==> src/source/mem_params.svh <==
`ifndef MEM_PARAMS_SVH
`define MEM_PARAMS_SVH

`default_nettype none

// data word width
`define MEM_XLEN 32

// byte lanes per word
`define MEM_LANES 4

// word index width, 256 words of data memory
`define MEM_INDEX_BITS 8

`default_nettype wire

`endif

==> src/source/byte_bank.sv <==
`timescale 1ns/1ps
`include "mem_params.svh"
`default_nettype none

module byte_bank (
    input  logic                       clk,
    input  logic                       rd_en,
    input  logic                       wr_en,
    input  logic [`MEM_INDEX_BITS-1:0] index,
    input  logic [7:0]                 wdata,
    output logic [7:0]                 rdata
);

    localparam int DEPTH = 1 << `MEM_INDEX_BITS;

    logic [7:0] mem [DEPTH];

    always_ff @(posedge clk) begin
        if (wr_en) begin
            mem[index] <= wdata;
        end
    end

    // read-first, old byte when written on the same edge
    always_ff @(posedge clk) begin
        if (rd_en) begin
            rdata <= mem[index]; // holds while the stage is stalled
        end
    end

endmodule

`default_nettype wire

==> config.mk <==
export PLATFORM = sky130hd
export DESIGN_NAME = byte_bank
export DESIGN_NICKNAME = d
export VERILOG_FILES = /design/src/source/byte_bank.sv
export VERILOG_INCLUDE_DIRS = /design/src /design/src/source
export SDC_FILE = /design/constraint.sdc
export NUM_CORES = 2
export LEC_CHECK = 0
export BUFFER_PORTS_ARGS = -buffer_cell sky130_fd_sc_hd__buf_2
export CAP_MARGIN = 25
export CORE_MARGIN = 2
export CORE_UTILIZATION = 40
export DETAILED_ROUTE_END_ITERATION = 6
export PLACE_DENSITY = 0.6
export SLEW_MARGIN = 20
export SYNTH_ARGS = -nofsm -noshare
export SYNTH_HDL_FRONTEND = slang
export SYNTH_SLANG_ARGS = --single-unit
==> constraint.sdc <==
create_clock -name clk -period 4.1 [get_ports clk]
set_clock_uncertainty 0.2 [all_clocks]
set_input_delay 0.82 -clock clk [delete_from_list [all_inputs] [get_ports clk]]
set_output_delay 0.82 -clock clk [all_outputs]
set_load 0.01 [all_outputs]
; ---- Word level (Yosys, flattened, before mapping)
; Memories as Yosys holds them, arrays and structs flattened. A register that Yosys moved wholly into a read port is not among the register bits.
; Cells that the tools add are included.
[op_classes]
muxes = 2
[op_table]
columns = op, n
row1 = two-way mux 1 bit, 2
[totals]
register_bits = 0
ramBits = 2048
mem_count = 1
[memory_table]
columns = name, depth, width, rd, rd_ports_with_merged_regs, write_ports, line
row1 = mem, 256, 8, 1, 1, 1, byte_bank.sv:16  ; logic [7:0] mem [DEPTH];

; ---- Depth between registers and ports, before layout
[logic_depth]
word_depth = 2
ltp_mapped = 10

; ---- Worst setup path after synthesis
; OpenSTA, ideal clock, no wires.
[synth_timing]
kind = input -> register
from = input port index[1]
to = memory mem[111][0] (enable)
setup_ps = 370
arrival_time_ps = 2669
t_required_ps = 3530
setup_slack_ps = 861
cell_stages = 9
cell_sequence = buf_2 -> clkbuf_1 -> clkbuf_1 -> nand2_1 -> buf_2 -> nor2_1 -> nand2_1 -> clkbuf_1 -> nor2_1
[synth_lines]
columns = element, line
row1 = "start, declared", byte_bank.sv:9  ; input logic [`MEM_INDEX_BITS-1:0] index,
row2 = "end, declared", byte_bank.sv:16
; No word-level cell before the write port.

==> summary.md <==
| Metric | Value |
|---|---|
| Result of the run | complete, no violations |
| Drt pass-1 iters | 5 |
| Cell row count | 162 |
| Register area | 61700 sq um |
| Number of max-cap violations | 0 |
| Share of the clock period used by the worst path after layout | 84.2% |
| Capturing element type of the critical path | register |
| Overall via count from detail_route | 38800 |
| Layout area overhead | 17.8% |
| Synth Area in XOR/XNOR | 0% |
| Vias in the first global route | 39200 |
| Quantity of gates resized following cts | 0 |
| Seq/Total Area, Yosys | around 79% |
| Fraction of power spent switching nets | 21.0% |
| Number of distinct library cells after synthesis | 21 |
| Worst hold-check slack | between 0.15 and 0.2 ns |
| Port buffer count | 26 |
| CP max FO | 20 |
| Post-synthesis instance total | ~3500 |
| Detail Route Antenna Nets | 0 |
| Yosys top cell area share | 78.6% |
| Cell types with the largest area share after synthesis | sky130_fd_sc_hd__edfxtp_1 (79%), sky130_fd_sc_hd__mux4_2 (15%), sky130_fd_sc_hd__a22oi_1 (2.4%) |
| Adder-Cell Fraction of Synth Area | 0% |
| Combinational power share | under 10% |
| Class of the worst hold path | primary input to register |
| Final Max Tran Viols | 0 |
| Clock Sinks | approximately 2100 |
| Final Wtd Congestion | 0.813 |
| Post-Syn Area per Cell | 22.2 sq um |
| Met1 track demand over resource | 28.0% |
| Remaining max-slew budget at the tightest pin | approximately 28% |
| Chip width | 447 microns |
| Core ar. | 195000 sq um |
| Worst Slack Setup Final | ~0.65 ns |
| Cell area after technology mapping | 78600 sq um |
| CTS Hold Bufs | 0 |
| Cell taking the most area after synthesis | sky130_fd_sc_hd__edfxtp_1 |
| Met2 layer usage reported by global route | 31.4% |
| Clock network power share | 42.8% |
| # H-tree levels | 4 |
| First-pass GRT wire length | 283000 microns |
| Pre-CTS worst setup slack | -0.253 ns |
| Proportion of synthesized area in mux cells | 14.7% |
| Final HPWL DP | approximately 120000 microns |
| Final-report hold violation count | 0 |
| Starting Density | 40.3% |
| Synthesis warning total | 0 |
| CTS clock-pin slew for the worst setup and hold paths | 0.06 ns |
| Num CTS Buffers | 205 |
| Basic-gate share of the synthesized area counting and, or, nand and nor cells | between 1.5 and 2% |
| Ratio of total power to cell area | between 400 and 500 nW/um^2 |
| Die Y | 447 microns |
| Register bit count reported by yosys | 2056 |
| Final setup vio count | 0 |
| Residual DRC count | 0 |
| GRT Total Usage | 19.7% |
| Final critical path time including I/O delays and setup | ~3.5 ns |
| Boundary pin count | 27 |
| Post-Synthesis Net Count | 3566 |
| Residual overflow from global routing | 0 |
| Routed length per placed instance | 28.5 microns |
| Total die area | 200000 sq um |
| Leakage Power | approximately 29 nW |
| Pin count of the biggest net entering global routing | 128 |
| Critical path data required time | 4.44 ns |
| Layout cell share with drive strength beyond 1 | 32.3% |
| Clock tree from TritonCTS | done |
| F_max | 290 MHz |
| Power dissipated by switching net loads | 9.28 mW |
| Routed wire length | 196000 microns |
| Met3 layer usage reported by global route | between 3 and 4% |
| Unrepaired setup endpoints after global routing | no |
| DRT iter0 DRCs | 4741 |
| Largest family of logic cells by synthesized area | multiplexers |
| Fill count | 16000 |
| Startpoint-to-endpoint class of the critical path | primary input to register |
| Area taken by multi-input logic gates | between 15000 and 20000 sq um |
| Data arrival time of the critical path | ~3.8 ns |
| Total setup buffers inserted after CTS | 0 |
| Avg Vias per Cell | 5.65 |
| Worst Max-Slew Pin Slew | 1.08 ns |
| Buffer levels on the longest clock path | 3 |
| Startpoint Class | primary input |
| Cell at the root of the clock tree | sky130_fd_sc_hd__clkbuf_16 |
| Internal | 35.0 mW |
| Layout net count | 4094 |
| Latest clock arrival within the worst-skew pair | 0.85 ns |
| Worst-case vdd ir drop | 0.000319 V |
| Sequential power share | a little over half |
| Initial antenna violation count | 12 |
| Busiest layer in global routing | met2 |
| Share of the synthesized area in compound gates (AO/OA/AOI/OAI) | 3.62% |
## layout by cell type, fill, tap and decap left out, types with 34 or more instances in the layout
master / synthesis / final
sky130_fd_sc_hd__clkinv_1: 0 / 52
sky130_fd_sc_hd__nor2_1: 232 / 231
sky130_fd_sc_hd__mux4_2: 512 / 512
sky130_fd_sc_hd__a21oi_1: 128 / 128
sky130_fd_sc_hd__a22oi_1: 256 / 256
sky130_fd_sc_hd__clkbuf_16: 0 / 205
sky130_fd_sc_hd__clkinv_2: 0 / 34
sky130_fd_sc_hd__buf_4: 16 / 466
sky130_fd_sc_hd__edfxtp_1: 2056 / 2056
sky130_fd_sc_hd__buf_12: 0 / 59
## path summary, 6_finish.rpt
check	cells past startpoint	end	slack [ns]	startpoint
worst max-delay path	9	rdata[1]	0.65	index[0]
worst min-delay path	1	mem[82][4]	0.17	wdata[4]
worst min register to register	5	rdata[5]	0.86	mem[38][5]
worst max register to register	6	rdata[7]	1.08	mem[126][7]
## routing by layer
layer / share of wire (%) / wire [microns]
met3: 7.7 / 15100
met1: 41 / 81000
met4: 2.3 / 4570
met5: 0.0051 / 10
met2: 49 / 95100
## layout make-up
cell class              instances  area share (%)
diodes                          5          0.0135
clock buffers                 238            5.68
clock inverters               139            1.70
inverters                       1         0.00405
multi-input cells            1258            17.1
flip-flops and latches       2056            66.7
well taps                    2624            3.55
repair buffers                553            5.31
## cells by family after synthesis
group / after synthesis
AOI/OAI and AO/OA: 416
buffers and inverters: 233
DFF: 2056
muxes: 512
and+or+nand+nor: 330
## power groups by stage
stage	logic, mW	registers, mW	clock network, mW
final	2.10	23.2	19.0
after global routing	2.22	23.2	20.1
after CTS	2.12	23.2	19.3
after detailed placement	2.12	23.7	0
after global placement	2.09	23.7	0
after floorplan	1.03	23.6	0
## flip-flops by register name, summed over array words and instances, names as in the netlist
signal and cells:
mem 2048, rdata 8
## worst max-delay path, stage by stage
cell and delay (ns):
sky130_fd_sc_hd__buf_8 0.27, sky130_fd_sc_hd__buf_12 0.24, sky130_fd_sc_hd__buf_12 0.17, sky130_fd_sc_hd__buf_4 0.17, sky130_fd_sc_hd__mux4_2 0.50, sky130_fd_sc_hd__a22oi_1 0.25
sky130_fd_sc_hd__a21oi_1 0.19, sky130_fd_sc_hd__o41ai_1 0.92, sky130_fd_sc_hd__nand4_1 0.17
## Yosys cell counts
cell and n:
sky130_fd_sc_hd__nor2b_1 7, sky130_fd_sc_hd__buf_4 16, sky130_fd_sc_hd__nand2b_1 6, sky130_fd_sc_hd__a21oi_1 128
sky130_fd_sc_hd__nand4_1 8, sky130_fd_sc_hd__buf_1 19, sky130_fd_sc_hd__buf_6 16, sky130_fd_sc_hd__or3_1 1
sky130_fd_sc_hd__nor2_1 232, sky130_fd_sc_hd__clkbuf_1 145, sky130_fd_sc_hd__and2_1 3, sky130_fd_sc_hd__buf_2 36
sky130_fd_sc_hd__o41ai_1 32, sky130_fd_sc_hd__inv_1 1, sky130_fd_sc_hd__a22oi_1 256, sky130_fd_sc_hd__nand3_1 13
sky130_fd_sc_hd__mux4_2 512, sky130_fd_sc_hd__edfxtp_1 2056, sky130_fd_sc_hd__or2_2 2, sky130_fd_sc_hd__nand2_1 28
sky130_fd_sc_hd__nor3_1 30
## stage by stage
| step | util (%) | TNS, ns | total power, mW | instance area (sq um) | cells |
|---|---|---|---|---|---|
| floorplan | - | 0 | 24.7 | 78600 | 3547 |
| global route | 47.5 | 0 | 45.5 | 92600 | 6871 |
| CTS | 47.5 | 0 | 44.6 | 92600 | 6869 |
| global placement | 44.0 | -1.17 | 25.8 | 85700 | 6490 |
| detailed placement | 44.0 | -0.615 | 25.8 | 85700 | 6492 |
| finish | 47.5 | 0 | 44.3 | 92600 | 6874 |
Note: power is estimated with default switching activity, not from simulation.
